===== src/hw/gpu_dispatch_pkg.sv =====
`default_nettype none

package gpu_dispatch_pkg;

	// Task word layout
	localparam int TASK_W    = 29;
	localparam int VALID_BIT = 28;
	localparam int SW_ID_LSB = 20;
	localparam int SW_ID_W   = 8;
	localparam int PC_LSB    = 11;
	localparam int PC_W      = 9;
	localparam int MASK_LSB  = 3;
	localparam int MASK_W    = 8;
	localparam int NREG_LSB  = 0;
	localparam int NREG_W    = 3;

	// Sizes
	localparam int TASK_DEPTH = 256;
	localparam int TASK_AW    = 8;
	localparam int NUM_WARPS  = 8;
	localparam int WARP_W     = 3;
	localparam int NUM_REGS   = 32;
	localparam int NUM_PAIRS  = NUM_REGS / 2;
	localparam int PAIR_W     = 4;
	localparam int REG_CNT_W  = 6;
	localparam int REG_BASE_W = 5;
	// Active count runs 0 to NUM_WARPS
	localparam int ACT_W      = 4;
	localparam int DATA_W     = 32;

	// Host register map
	localparam int REG_ADDR_W = 2;
	localparam logic [REG_ADDR_W-1:0] ADDR_TASK   = 2'd0;
	localparam logic [REG_ADDR_W-1:0] ADDR_CTRL   = 2'd1;
	localparam logic [REG_ADDR_W-1:0] ADDR_STATUS = 2'd2;

	// Command bits in the control register
	typedef enum int unsigned {
		CTRL_START_BIT = 0,
		CTRL_CLEAR_BIT = 1
	} ctrl_bit_e;

	typedef enum logic [1:0] {
		WAITING  = 2'd0,
		WORKING  = 2'd1,
		COMPLETE = 2'd2,
		CLEARING = 2'd3
	} tm_state_e;

	// Registers are handed out in pairs, so the need is twice the code
	function automatic logic [REG_CNT_W-1:0] task_regs(input logic [TASK_W-1:0] word);
		return {2'b00, word[NREG_LSB +: NREG_W], 1'b0};
	endfunction

	// Word aligned start address
	function automatic logic [DATA_W-1:0] task_pc(input logic [TASK_W-1:0] word);
		return {21'd0, word[PC_LSB +: PC_W], 2'b00};
	endfunction

endpackage

`default_nettype wire


===== src/hw/task_manager.sv =====
`timescale 1ns/1ps
`default_nettype none

module task_manager import gpu_dispatch_pkg::*; (
	input  logic                 clk,
	input  logic                 rst,
	input  logic                 push_task,
	input  logic [TASK_W-1:0]    task_word,
	input  logic                 start_cmd,
	input  logic                 clear_cmd,
	input  logic [TASK_W-1:0]    head_word,
	input  logic                 q_empty,
	input  logic [WARP_W-1:0]    free_warp,
	input  logic                 free_empty,
	input  logic [TASK_W-1:0]    exit_word,
	input  logic                 alloc_ready,
	input  logic                 exit_valid,
	input  logic [WARP_W-1:0]    exit_warp,
	output logic                 q_push,
	output logic                 q_pop,
	output logic                 q_invalidate,
	output logic                 q_reset,
	output logic                 wp_take,
	output logic                 wp_return,
	output logic                 wp_reset,
	output logic                 alloc_req,
	output logic [WARP_W-1:0]    alloc_warp,
	output logic [NREG_W-1:0]    alloc_pairs,
	output logic                 release_req,
	output logic [WARP_W-1:0]    release_warp,
	output logic                 launch_valid,
	output logic [WARP_W-1:0]    launch_warp,
	output logic [SW_ID_W-1:0]   launch_sw_id,
	output logic [MASK_W-1:0]    launch_mask,
	output logic [DATA_W-1:0]    launch_pc,
	output logic                 finished,
	output tm_state_e            state,
	output logic [ACT_W-1:0]     active_count
);

	logic                 head_ok;
	logic [REG_CNT_W-1:0] need_regs;
	logic [REG_CNT_W-1:0] free_regs;
	logic                 dispatch;
	logic                 exit_hit;

	// Head task present and still valid
	assign head_ok   = !q_empty && head_word[VALID_BIT];
	assign need_regs = task_regs(head_word);

	// All dispatch conditions in one cycle, exits take priority
	assign dispatch = (state == WORKING) && head_ok && !free_empty &&
		(need_regs <= free_regs) && alloc_ready && !exit_valid;
	// Warps only run while working
	assign exit_hit = exit_valid && (state == WORKING);

	// Only valid words are queued, and only before start
	assign q_push  = push_task && (state == WAITING) && task_word[VALID_BIT];
	assign q_pop   = dispatch;
	assign wp_take = dispatch;

	assign alloc_req   = dispatch;
	assign alloc_warp  = free_warp;
	// Idle request size keeps the allocator ready
	assign alloc_pairs = head_ok ? head_word[NREG_LSB +: NREG_W] : '0;

	// Exit bookkeeping
	assign q_invalidate = exit_hit;
	assign wp_return    = exit_hit;
	assign release_req  = exit_hit;
	assign release_warp = exit_warp;

	assign q_reset  = (state == CLEARING);
	assign wp_reset = (state == CLEARING);
	assign finished = (state == COMPLETE);

	always_ff @(posedge clk or negedge rst) begin
		if (!rst) begin
			state <= WAITING;
		end else begin
			case (state)
				WAITING: begin
					// Clear beats start
					if (clear_cmd) begin
						state <= CLEARING;
					end else if (start_cmd) begin
						state <= WORKING;
					end
				end
				WORKING: begin
					// Nothing running and nothing left to launch
					if ((active_count == '0) && !head_ok) begin
						state <= COMPLETE;
					end
				end
				COMPLETE: begin
					if (clear_cmd) begin
						state <= CLEARING;
					end
				end
				default: begin
					state <= WAITING;
				end
			endcase
		end
	end

	// Register budget and running task count
	always_ff @(posedge clk or negedge rst) begin
		if (!rst) begin
			free_regs    <= REG_CNT_W'(NUM_REGS);
			active_count <= '0;
		end else if (state == CLEARING) begin
			free_regs    <= REG_CNT_W'(NUM_REGS);
			active_count <= '0;
		end else if (dispatch) begin
			free_regs    <= free_regs - need_regs;
			active_count <= active_count + 1'b1;
		end else if (exit_hit) begin
			// Refund what the exiting task asked for
			free_regs    <= free_regs + task_regs(exit_word);
			active_count <= active_count - 1'b1;
		end
	end

	always_ff @(posedge clk or negedge rst) begin
		if (!rst) begin
			launch_valid <= 1'b0;
		end else begin
			launch_valid <= dispatch;
		end
	end

	// Launch fields captured with the decision
	always_ff @(posedge clk) begin
		if (dispatch) begin
			launch_warp  <= free_warp;
			launch_sw_id <= head_word[SW_ID_LSB +: SW_ID_W];
			launch_mask  <= head_word[MASK_LSB +: MASK_W];
			launch_pc    <= task_pc(head_word);
		end
	end

endmodule

`default_nettype wire


===== config.mk =====
export PLATFORM = sky130hd
export DESIGN_NAME = task_manager
export DESIGN_NICKNAME = d
export VERILOG_FILES = /design/src/hw/gpu_dispatch_pkg.sv /design/src/hw/task_manager.sv
export SDC_FILE = /design/constraint.sdc
export NUM_CORES = 1
export LEC_CHECK = 0
export BUFFER_PORTS_ARGS = -buffer_cell sky130_fd_sc_hd__clkbuf_2
export CAP_MARGIN = 20
export CORE_ASPECT_RATIO = 1.4
export CORE_MARGIN = 5
export CORE_UTILIZATION = 25
export CTS_CLUSTER_DIAMETER = 40
export DETAILED_ROUTE_END_ITERATION = 8
export PLACE_DENSITY = 0.68
export SLEW_MARGIN = 20
export SYNTH_ARGS = -nofsm -noshare
export SYNTH_HDL_FRONTEND = slang
export SYNTH_SLANG_ARGS = --single-unit

===== constraint.sdc =====
create_clock -name clk -period 5.35 [get_ports clk]
set_clock_uncertainty 0.05 [all_clocks]
set_input_delay 0.2675 -clock clk [delete_from_list [all_inputs] [get_ports clk]]
set_output_delay 0.2675 -clock clk [all_outputs]
set_load 0.02 [all_outputs]

---- Word level (Yosys, flattened, before mapping) ----
Cells that the tools add are included.
storage, ports and cells
  bits in read-only memories .............. 0
  output and inout bits ................... 77
  word-level logic and storage cells ...... 49
  latch bits .............................. 0
  memory bits (writable) .................. 0
  bits of input ports ..................... 102
  bits in registers ....................... 41
  memories kept ........................... 0
operators by class
  shift-type cells ........................ 0
  magnitude comparators ................... 1
  divide/modulo/power cells ............... 0
  $add $sub $neg .......................... 4
  multiplexer cells ....................... 12
  bitwise operators ....................... 0
  multipliers ............................. 0
  reduce and logical (&&, ||, !) cells .... 18
  equal/unequal tests ..................... 6
operator list
  kind                                                   count
  two-way mux 6 bit                                      3
  two-way mux 4 bit                                      3
  logical AND 1 bit                                      10
  two-way mux 2 bit                                      4
  adder 6 x 4 -> 6 bit                                   1
  <= comparator 4 x 6 -> 1 bit                           1
  case mux 2 bit (3 select lines)                        1
  subtractor 6 x 4 -> 6 bit                              1
  adder 4 x 1 -> 4 bit, second input constant            1
  == test 2 bit, second input constant                   2
  logical NOT 1 bit                                      4
  logical NOT 4 bit                                      1
  subtractor 4 x 1 -> 4 bit, second input constant       1
  two-way mux 3 bit                                      1
  inequality test 3 bit, second input constant           1
  AND reduction 3 bit                                    1
  nonzero test 3 bit                                     1
  == test 2 x 1 -> 1 bit, second input constant          1
  logical NOT 2 bit                                      1
  inequality test 2 x 1 -> 1 bit, second input constant  1
  inequality test 2 bit, second input constant           1

---- Depth between registers and ports, before layout ----
Gate-level depths: netlist of the first run.
  word-level depth ........................ 9
  mapped depth ............................ 11
  mapped depth without buffers ............ 10

---- Least setup slack after synthesis of the first run ----
OpenSTA, ideal clock, no wires.
  path kind ............................... register to register
  from .................................... register free_regs[3]
  to ...................................... register active_count[2]
  data arrival time ....................... 2.897 ns
  stages on the path, launching flop included .. 11
  path buffers ............................ 1
  clock period less this slack ............ 3.072 ns
  setup time .............................. 0.125 ns
  required time ........................... 5.175 ns
  setup slack ............................. 2.278 ns
  cell sequence ........................... dfrtp_1 > ha_1 > a311o_1 > or3_1 > buf_6 > nand2_1 > inv_2 > fa_1 > xor2_1 > nor2_1 > mux2_2
on the way
  cells in the longest elaborated chain, start to end .. 6
  elaborated cells on any way between the ends .. 7
  classes of those cells .................. order compare (1); mux (2); reduce/logical (4)
ends and longest elaborated chain
  element                             line                 RTL
  from (decl)                         task_manager.sv:43   logic [REG_CNT_W-1:0] free_regs;
  from (signal assigned)              task_manager.sv:111  free_regs <= REG_CNT_W'(NUM_REGS);
  from (signal assigned)              task_manager.sv:114  free_regs <= REG_CNT_W'(NUM_REGS);
  from (signal assigned)              task_manager.sv:117  free_regs <= free_regs - need_regs;
  <= comparator 4 x 6 -> 1 bit (*)    task_manager.sv:53   (need_regs <= free_regs) && alloc_ready && !exit_valid;
  logical AND 1 bit (*)               task_manager.sv:52   assign dispatch = (state == WORKING) && head_ok && !free_empty &&
  logical AND 1 bit (*) (2 in a row)  task_manager.sv:53
  named net alloc_req                 task_manager.sv:26   output logic alloc_req,
  two-way mux 4 bit                   task_manager.sv:116  end else if (dispatch) begin
  two-way mux 4 bit                   task_manager.sv:113  end else if (state == CLEARING) begin
  to (signal assigned)                task_manager.sv:118  active_count <= active_count + 1'b1;
  to (signal assigned)                task_manager.sv:122  active_count <= active_count - 1'b1;
  to (decl)                           task_manager.sv:38   output logic [ACT_W-1:0] active_count
The timed path passes the listed nets; every way through them passes the cells marked *.
A chain may end at the register's enable or synchronous reset.

---- Worst setup path after layout of the first run ----
  from .................................... register free_regs[3]
  to ...................................... register active_count[2]
on the way
  cells in the longest elaborated chain, start to end .. 6
  elaborated cells on any way between the ends .. 7
  classes of those cells .................. order compare (1); mux (2); reduce/logical (4)
ends and longest elaborated chain
  element                             line
  <= comparator 4 x 6 -> 1 bit (*)    task_manager.sv:53
  logical AND 1 bit (*)               task_manager.sv:52
  logical AND 1 bit (*) (2 in a row)  task_manager.sv:53
  two-way mux 4 bit                   task_manager.sv:116
  two-way mux 4 bit                   task_manager.sv:113
Mark *: on every way between the ends. The rest lies on a longest branch, timed or not.

==> report_table.html, run 1 <==
<table>
<tr><th>Metric</th><th>Value</th></tr>
<tr><th colspan="2">Timing</th></tr>
<tr><td>Minimum clock period after layout</td><td>3360 ps</td></tr>
<tr><td>Count of final setup violators</td><td>0</td></tr>
<tr><td>Share of the clock period used by the worst path after layout</td><td>62.9%</td></tr>
<tr><td>Setup repair after global routing missed its margin</td><td>false</td></tr>
<tr><td>Max-slew violations</td><td>0</td></tr>
<tr><td>Final Hold Violating Endpoints</td><td>0</td></tr>
<tr><td>Setup_tns</td><td>0 ps</td></tr>
<tr><td>Timing-limited maximum frequency</td><td>0.297 GHz</td></tr>
<tr><td>Setup ws final</td><td>1990 ps</td></tr>
<tr><td>Slew of the pin with the lowest slew margin</td><td>728 ps</td></tr>
<tr><td>Relative slew slack</td><td>51.4%</td></tr>
<tr><th colspan="2">Yosys</th></tr>
<tr><td>Synth Warn #</td><td>0</td></tr>
<tr><td>Top-area cell type share of the netlist area</td><td>39.0%</td></tr>
<tr><td>Mapped Avg Cell Area</td><td>12.2 µm²</td></tr>
<tr><td>Count of unique library cells instantiated by Yosys</td><td>41</td></tr>
<tr><td>Sequential share of the synthesized area</td><td>53.0%</td></tr>
<tr><td>Top_reg_cell synth</td><td>sky130_fd_sc_hd__edfxtp_1</td></tr>
<tr><td>Fraction of registers with async set or reset after synthesis</td><td>30.0%</td></tr>
<tr><td>Most frequent cells after synthesis</td><td>sky130_fd_sc_hd__buf_4, sky130_fd_sc_hd__edfxtp_1, sky130_fd_sc_hd__ha_1, sky130_fd_sc_hd__dfrtp_1, sky130_fd_sc_hd__inv_1</td></tr>
<tr><td>Synthesized instance count</td><td>176</td></tr>
<tr><td>Cell taking the most area after synthesis</td><td>sky130_fd_sc_hd__edfxtp_1</td></tr>
<tr><td>EDFF count, synth</td><td>28</td></tr>
<tr><td>Top cells by area, synth</td><td>sky130_fd_sc_hd__edfxtp_1, sky130_fd_sc_hd__dfrtp_1, sky130_fd_sc_hd__buf_4, sky130_fd_sc_hd__ha_1, sky130_fd_sc_hd__mux2_2</td></tr>
<tr><td>Post-synthesis register bit count</td><td>40</td></tr>
<tr><td>Combined area of all synthesized cells</td><td>2160 µm²</td></tr>
<tr><td>Dominant cell by count in the synthesized netlist</td><td>sky130_fd_sc_hd__buf_4</td></tr>
<tr><th colspan="2">Worst setup path</th></tr>
<tr><td>Series of cell instances along the critical path</td><td>ha_1 &gt; a311o_1 &gt; or3_1 &gt; nand2_1 &gt; inv_2 &gt; fa_1 &gt; xor2_1 &gt; nor2_1 &gt; mux2_2</td></tr>
<tr><td>Worst Reg-to-Reg Cells</td><td>9</td></tr>
<tr><td>Kind of cell adding the most delay to the critical path</td><td>adder cells</td></tr>
<tr><td>Endpoint arrival time on the critical path</td><td>3480 ps</td></tr>
<tr><td>Crit path buffers/inverters</td><td>1</td></tr>
<tr><td>Setup slack of the most critical reg-to-reg path</td><td>1990 ps</td></tr>
<tr><td>Worst setup path category</td><td>reg2reg</td></tr>
<tr><td>Reg-to-reg endpoint</td><td>active_count[2]</td></tr>
<tr><td>Critical Path Slowest Stage Cell</td><td>sky130_fd_sc_hd__fa_1</td></tr>
<tr><td>Highest fanout seen on the critical path</td><td>36</td></tr>
<tr><td>Required @ worst endpoint</td><td>5460 ps</td></tr>
<tr><td>Worst r2r src</td><td>free_regs[3]</td></tr>
<tr><td>Startpoint Class</td><td>flop</td></tr>
<tr><td>Crit path largest cell delay</td><td>530 ps</td></tr>
<tr><td>Endpoint class of the critical path</td><td>flop</td></tr>
<tr><th colspan="2">Drt</th></tr>
<tr><td>Uppermost metal layer occupied by signal nets</td><td>met4</td></tr>
<tr><td>Met2 Routed Length</td><td>2490 µm</td></tr>
<tr><td>Antenna Nets Post-Route</td><td>0</td></tr>
<tr><td>First DRT Iteration DRCs</td><td>43</td></tr>
<tr><td>Detailed-route wire length per cell</td><td>13.0 µm</td></tr>
<tr><td>Vias</td><td>1538</td></tr>
<tr><td>Routed length on met3</td><td>488 µm</td></tr>
<tr><td>Drt pass-1 iters</td><td>4</td></tr>
<tr><td>WL met1</td><td>1790 µm</td></tr>
<tr><td>Number of remaining DRC errors</td><td>0</td></tr>
<tr><td>Detailed Route WL</td><td>4820 µm</td></tr>
<tr><td>Mean number of vias per cell</td><td>4.16</td></tr>
<tr><th colspan="2">Floorplan</th></tr>
<tr><td># rows</td><td>40</td></tr>
<tr><td>Die X-Extent</td><td>88.5 µm</td></tr>
<tr><td>Die Height</td><td>120 µm</td></tr>
<tr><td>Die area</td><td>10600 µm²</td></tr>
<tr><td>Starting Density</td><td>25.3%</td></tr>
<tr><td># IOs</td><td>179</td></tr>
<tr><td>Area inside the core boundary</td><td>8510 µm²</td></tr>
<tr><th colspan="2">CTS</th></tr>
<tr><td>CTS tree</td><td>yes</td></tr>
<tr><td>Number of clock sinks</td><td>40</td></tr>
<tr><td>Clk pin slew, worst setup/hold paths</td><td>60 ps</td></tr>
<tr><td>Buffers from clock root to sink, at most</td><td>2</td></tr>
<tr><td>Number of H-tree levels</td><td>2</td></tr>
<tr><td>Setup Buffers After CTS</td><td>0</td></tr>
<tr><td>Worst-skew pair later-pin latency</td><td>280 ps</td></tr>
<tr><td>Clock root buffer</td><td>sky130_fd_sc_hd__clkbuf_16</td></tr>
<tr><td>Number of buffers created by CTS</td><td>5</td></tr>
<tr><th colspan="2">Cells and area</th></tr>
<tr><td>Ant diodes</td><td>0</td></tr>
<tr><td>Number of nets in the layout</td><td>381</td></tr>
<tr><td>Post-route cell area</td><td>2750 µm²</td></tr>
<tr><td>Relative area change from synthesis to final layout</td><td>27.7%</td></tr>
<tr><td>Utilization after layout</td><td>32.4%</td></tr>
<tr><td>Fraction of layout instances using a drive strength above 1</td><td>43.0%</td></tr>
<tr><th colspan="2">Power</th></tr>
<tr><td>Total Power</td><td>1.22 mW</td></tr>
<tr><td>Static leakage</td><td>1.32 nW</td></tr>
<tr><td>Power density relative to cell area</td><td>442 nW/µm²</td></tr>
<tr><td>Peak supply drop</td><td>241 µV</td></tr>
<tr><th colspan="2">GRT</th></tr>
<tr><td>Overflow left after global routing</td><td>0</td></tr>
<tr><td>Wire length of the first global-routing pass</td><td>7250 µm</td></tr>
<tr><td>Initial antenna violation count</td><td>0</td></tr>
<tr><td>Largest net degree at the start of global routing</td><td>37</td></tr>
<tr><td>Via count of the first global-routing pass</td><td>1505</td></tr>
<tr><td>GR Util All Layers</td><td>8.74%</td></tr>
<tr><th colspan="2">Hold path</th></tr>
<tr><td>Worst hold start</td><td>head_word[25]</td></tr>
<tr><td>Worst Hold End</td><td>launch_sw_id[5]</td></tr>
<tr><td>Worst Hold Path Cells</td><td>1</td></tr>
<tr><td>Type of the tightest min-delay check</td><td>in2reg</td></tr>
<tr><th colspan="2">Placement</th></tr>
<tr><td>Half-perimeter wire length of the detailed placement result</td><td>3890 µm</td></tr>
<tr><td>Placed standard-cell area</td><td>2570 µm²</td></tr>
<tr><td>Setup slack after placement</td><td>1990 ps</td></tr>
<tr><td>Number of input and output port buffers inserted</td><td>95</td></tr>
<tr><td>GPL Wtd Cong</td><td>0.788</td></tr>
<tr><th colspan="2">Flow run</th></tr>
<tr><td>Max cap viols</td><td>0</td></tr>
<tr><th colspan="2">Run status</th></tr>
<tr><td>Status</td><td>completed</td></tr>
</table>
## report_power, final
| group | total [mW] | switching, mW | leakage, nW | internal [mW] |
|---|---|---|---|---|
| combinational | 0.456 | 0.264 | 0.832 | 0.191 |
| clock | 0.342 | 0.121 | 0.0804 | 0.221 |
| sequential | 0.419 | 0.0439 | 0.406 | 0.375 |
## per-layer routing
metal,GRT usage (%),vias to the layer above
met4,2.55,0
met5,0,-
met2,15.6,71
met1,9.69,721
li1,-,742
met3,2.75,4
## placed cells by master (no fill, tap or decap), drive strengths merged, types with 3 or more instances in the layout
master / netlist / routed
clkbuf: 2 / 100
ha: 12 / 12
nand2: 5 / 5
dfrtp: 11 / 11
nor2: 9 / 9
nor2b: 5 / 5
conb: 1 / 23
mux2: 6 / 6
inv: 11 / 12
and2: 4 / 4
edfxtp: 28 / 28
a21oi: 5 / 5
o21ai: 3 / 3
and3: 4 / 4
a211oi: 5 / 5
fa: 3 / 3
nor3: 3 / 3
## kinds of logic (layout without fill, tap and decap cells)
kind of cell | Yosys count | after routing | synth area share [%]
adder cells (fa/ha/maj) | 15 | 15 | 9.75
buffers and inverters | 48 | 115 | 14.6
AO/OA/AOI/OAI | 25 | 25 | 8.53
flip-flops | 40 | 40 | 53.0
AND/OR/NAND/NOR | 37 | 37 | 9.11
other | 1 | 23 | 0.174
XOR/XNOR | 3 | 3 | 1.22
multiplexers | 7 | 7 | 3.60
## what timing repair did
| action | CTS | global route |
|---|---|---|
| endpoints found under the setup margin | 0 | 0 |
| endpoints found under the hold margin | 11 | 0 |
| resized for setup | 0 | 0 |
| hold buffers | 1 | 0 |
## registers in the layout, indices dropped and copies added (netlist names)
signal and cells:
launch_pc 9, launch_mask 8, launch_sw_id 8, free_regs 5
active_count 4, launch_warp 3, state 2, launch_valid 1
## final cells by class
cell class / count / area, µm²
fillers: 869 / 5760
clock buffers: 5 / 125
flip-flops and latches: 40 / 1140
multi-input cells: 110 / 781
clock inverters: 3 / 46.3
inverters: 11 / 41.3
well taps: 105 / 131
repair buffers: 96 / 485
## stage by stage
stage,instances,hold WS [ps]
floorplan,198,-78.1
global placement,361,142
detailed placement,361,151
CTS,370,103
global route,370,101
finish,370,113
## worst max path at each step
stage | from | end | slack, ps | cells after the start
2_1_floorplan | free_regs[3] | active_count[2] | 2280 | 10
3_3_place_gp | head_word[2] | active_count[2] | 2020 | 11
3_5_place_dp | free_regs[3] | active_count[2] | 1990 | 9
4_1_cts | free_regs[3] | active_count[2] | 1960 | 9
5_1_grt | free_regs[3] | active_count[2] | 1790 | 9
6_report | free_regs[3] | active_count[2] | 1990 | 9
## worst reg2reg max path: cells and delay by family, from the launching register on
family	cells	cell delay [ps]
fa+ha+maj	2	890
compound gates	1	380
xor+xnor	1	170
mux	1	270
buf+inv	1	310
simple gates	3	780
flops	1	410
Note: power is estimated with default switching activity, not from simulation.
==> run 2: changes to the inputs <==
==> constraint.sdc (replaced) <==
create_clock -name clk -period 3.4 [get_ports clk]
set_clock_uncertainty 0.05 [all_clocks]
set_input_delay 0.17 -clock clk [delete_from_list [all_inputs] [get_ports clk]]
set_output_delay 0.17 -clock clk [all_outputs]
set_load 0.02 [all_outputs]
==> report_table.html, run 2 (synthesis gave the netlist of run 1 again) <==
<table>
<tr><th>Metric</th><th>Value</th></tr>
<tr><th colspan="2">Worst setup path</th></tr>
<tr><td>Setup slack of the most critical reg-to-reg path</td><td>350 ps</td></tr>
<tr><td>Worst r2r src</td><td>free_regs[3]</td></tr>
<tr><td>Endpoint arrival time on the critical path</td><td>3160 ps</td></tr>
<tr><td>Reg-to-reg endpoint</td><td>active_count[3]</td></tr>
<tr><td>Worst setup path category</td><td>reg2reg</td></tr>
<tr><td>Highest fanout seen on the critical path</td><td>5</td></tr>
<tr><td>Required @ worst endpoint</td><td>3510 ps</td></tr>
<tr><td>Endpoint class of the critical path</td><td>flop</td></tr>
<tr><td>Worst Reg-to-Reg Cells</td><td>9</td></tr>
<tr><td>Startpoint Class</td><td>flop</td></tr>
<tr><th colspan="2">Drt</th></tr>
<tr><td>First DRT Iteration DRCs</td><td>38</td></tr>
<tr><td>Antenna Nets Post-Route</td><td>0</td></tr>
<tr><td>Mean number of vias per cell</td><td>4.24</td></tr>
<tr><td>Vias</td><td>1583</td></tr>
<tr><td>Drt pass-1 iters</td><td>4</td></tr>
<tr><td>Number of remaining DRC errors</td><td>0</td></tr>
<tr><td>Detailed-route wire length per cell</td><td>13.3 µm</td></tr>
<tr><td>Detailed Route WL</td><td>4980 µm</td></tr>
<tr><th colspan="2">Timing</th></tr>
<tr><td>Setup repair after global routing missed its margin</td><td>false</td></tr>
<tr><td>Minimum clock period after layout</td><td>3050 ps</td></tr>
<tr><td>Final Hold Violating Endpoints</td><td>0</td></tr>
<tr><td>Share of the clock period used by the worst path after layout</td><td>89.7%</td></tr>
<tr><td>Slew of the pin with the lowest slew margin</td><td>697 ps</td></tr>
<tr><td>Timing-limited maximum frequency</td><td>0.328 GHz</td></tr>
<tr><td>Count of final setup violators</td><td>0</td></tr>
<tr><td>Setup_tns</td><td>0 ps</td></tr>
<tr><td>Max-slew violations</td><td>0</td></tr>
<tr><td>Relative slew slack</td><td>53.6%</td></tr>
<tr><th colspan="2">Floorplan</th></tr>
<tr><td>Die Height</td><td>120 µm</td></tr>
<tr><td># rows</td><td>40</td></tr>
<tr><td># IOs</td><td>179</td></tr>
<tr><td>Die X-Extent</td><td>88.5 µm</td></tr>
<tr><td>Area inside the core boundary</td><td>8510 µm²</td></tr>
<tr><td>Starting Density</td><td>25.3%</td></tr>
<tr><td>Die area</td><td>10600 µm²</td></tr>
<tr><th colspan="2">Cells and area</th></tr>
<tr><td>Relative area change from synthesis to final layout</td><td>27.5%</td></tr>
<tr><td>Largest registers</td><td>launch_pc (9), launch_mask (8), launch_sw_id (8)</td></tr>
<tr><td>Footprint of the multi-input gates</td><td>781 µm²</td></tr>
<tr><td>Utilization after layout</td><td>32.3%</td></tr>
<tr><td>Number of nets in the layout</td><td>384</td></tr>
<tr><td>Top reg by flops</td><td>launch_pc</td></tr>
<tr><td>Leading cell type in the layout, fill and taps excluded</td><td>sky130_fd_sc_hd__clkbuf_2</td></tr>
<tr><td>Most frequent cells in the layout</td><td>sky130_fd_sc_hd__clkbuf_2, sky130_fd_sc_hd__edfxtp_1, sky130_fd_sc_hd__conb_1, sky130_fd_sc_hd__ha_1, sky130_fd_sc_hd__dfrtp_1</td></tr>
<tr><td>Fraction of layout instances using a drive strength above 1</td><td>43.7%</td></tr>
<tr><td>Max reg flops</td><td>9</td></tr>
<tr><td>Number of fillers in the final layout</td><td>876</td></tr>
<tr><td>Area taken by flip-flops and latches</td><td>1140 µm²</td></tr>
<tr><td>Ant diodes</td><td>0</td></tr>
<tr><th colspan="2">GRT</th></tr>
<tr><td>Global-route met1 utilization</td><td>9.78%</td></tr>
<tr><td>GR Util All Layers</td><td>9.12%</td></tr>
<tr><td>Overflow left after global routing</td><td>0</td></tr>
<tr><td>Most Used Layer, Global Route</td><td>met2</td></tr>
<tr><td>Grt met2 use</td><td>16.9%</td></tr>
<tr><td>Grt met3 use</td><td>2.54%</td></tr>
<tr><td>Via count of the first global-routing pass</td><td>1615</td></tr>
<tr><td>Largest net degree at the start of global routing</td><td>36</td></tr>
<tr><td>Wire length of the first global-routing pass</td><td>7490 µm</td></tr>
<tr><td>Initial antenna violation count</td><td>0</td></tr>
<tr><th colspan="2">CTS</th></tr>
<tr><td>Number of H-tree levels</td><td>2</td></tr>
<tr><td>CTS tree</td><td>yes</td></tr>
<tr><td>Buffers from clock root to sink, at most</td><td>2</td></tr>
<tr><td>Number of clock sinks</td><td>40</td></tr>
<tr><td>Clk pin slew, worst setup/hold paths</td><td>60 ps</td></tr>
<tr><td>Number of buffers created by CTS</td><td>5</td></tr>
<tr><td>Worst-skew pair later-pin latency</td><td>270 ps</td></tr>
<tr><td>Clock root buffer</td><td>sky130_fd_sc_hd__clkbuf_16</td></tr>
<tr><td>Number of resized instances in the post-cts repair step</td><td>0</td></tr>
<tr><th colspan="2">Hold path</th></tr>
<tr><td>Type of the tightest min-delay check</td><td>in2reg</td></tr>
<tr><td>Worst Hold Path Cells</td><td>1</td></tr>
<tr><td>Worst Hold End</td><td>launch_sw_id[5]</td></tr>
<tr><td>Worst hold start</td><td>head_word[25]</td></tr>
<tr><th colspan="2">Placement</th></tr>
<tr><td>GPL Wtd Cong</td><td>0.782</td></tr>
<tr><td>Half-perimeter wire length of the detailed placement result</td><td>3980 µm</td></tr>
<tr><td>Number of input and output port buffers inserted</td><td>95</td></tr>
<tr><th colspan="2">Power</th></tr>
<tr><td>Peak supply drop</td><td>417 µV</td></tr>
<tr><td>Static leakage</td><td>1.33 nW</td></tr>
<tr><td>Power density relative to cell area</td><td>673 nW/µm²</td></tr>
<tr><th colspan="2">Run status</th></tr>
<tr><td>Status</td><td>completed</td></tr>
<tr><th colspan="2">Flow run</th></tr>
<tr><td>Max cap viols</td><td>0</td></tr>
</table>
==> run 2: cell count changes in the layout (fill, tap and decap cells not counted) <==
cell,delta
sky130_fd_sc_hd__clkinvlp_4,-1
sky130_fd_sc_hd__clkinv_2,+2
sky130_fd_sc_hd__clkinv_4,+1
sky130_fd_sc_hd__inv_6,-1
sky130_fd_sc_hd__bufinv_16,-1
sky130_fd_sc_hd__buf_4,+3
==> run 2: per-layer routing <==
metal  vias up  routed length, µm
met3         4                471
met5         -                  0
met4         0                 46
met2        80               2600
li1        748                  -
met1       751               1860
==> run 2: what timing repair did <==
action,in CTS,in global routing
hold buffers,1,0
hold endpoints to repair,11,0
buffers inserted,0,0
endpoints found under the setup margin,0,0
==> run 2: through the flow <==
step / hold slack (ps) / instance area (µm²) / power [mW] / setup WS, ps / cells
floorplan: -176 / 2240 / 1.24 / 328 / 198
global placement: 47.4 / 2590 / 1.38 / 497 / 364
detailed placement: 49.9 / 2590 / 1.41 / 451 / 364
CTS: 5.74 / 2750 / 1.88 / 358 / 373
global route: 3.99 / 2750 / 1.98 / 179 / 373
finish: 16.3 / 2750 / 1.85 / 352 / 373
==> run 2: power breakdown <==
part	internal (mW)	switching (mW)
Clock	0.270	0.182
Combinational	0.312	0.426
Sequential	0.590	0.0703
==> run 2: worst max-delay path, stage by stage (launching register included) <==
cell and delay [ps]:
sky130_fd_sc_hd__dfrtp_1 410, sky130_fd_sc_hd__ha_1 350, sky130_fd_sc_hd__a311o_1 380, sky130_fd_sc_hd__or3_1 410
sky130_fd_sc_hd__nand2_1 170, sky130_fd_sc_hd__ha_1 290, sky130_fd_sc_hd__a21oi_1 230, sky130_fd_sc_hd__nand2_1 90
sky130_fd_sc_hd__a31oi_1 200, sky130_fd_sc_hd__mux2_2 350
==> run 2: cell type report <==
cell class | instances | area share [%]
Clock buffer | 5 | 4.55
Timing Repair Buffer | 99 | 18.5
Sequential cell | 40 | 41.6
Tap cell | 105 | 4.78
Multi-Input combinational cell | 110 | 28.4
Inverter | 11 | 1.50
Clock inverter | 3 | 0.683
==> run 2: worst max-delay path by stage <==
stage / slack [ps] / to / from
3_5_place_dp: 450 / active_count[3] / free_regs[3]
3_3_place_gp: 500 / active_count[3] / free_regs[3]
2_1_floorplan: 330 / active_count[2] / free_regs[3]
6_report: 350 / active_count[3] / free_regs[3]
5_1_grt: 180 / active_count[3] / free_regs[1]
4_1_cts: 360 / active_count[3] / free_regs[3]
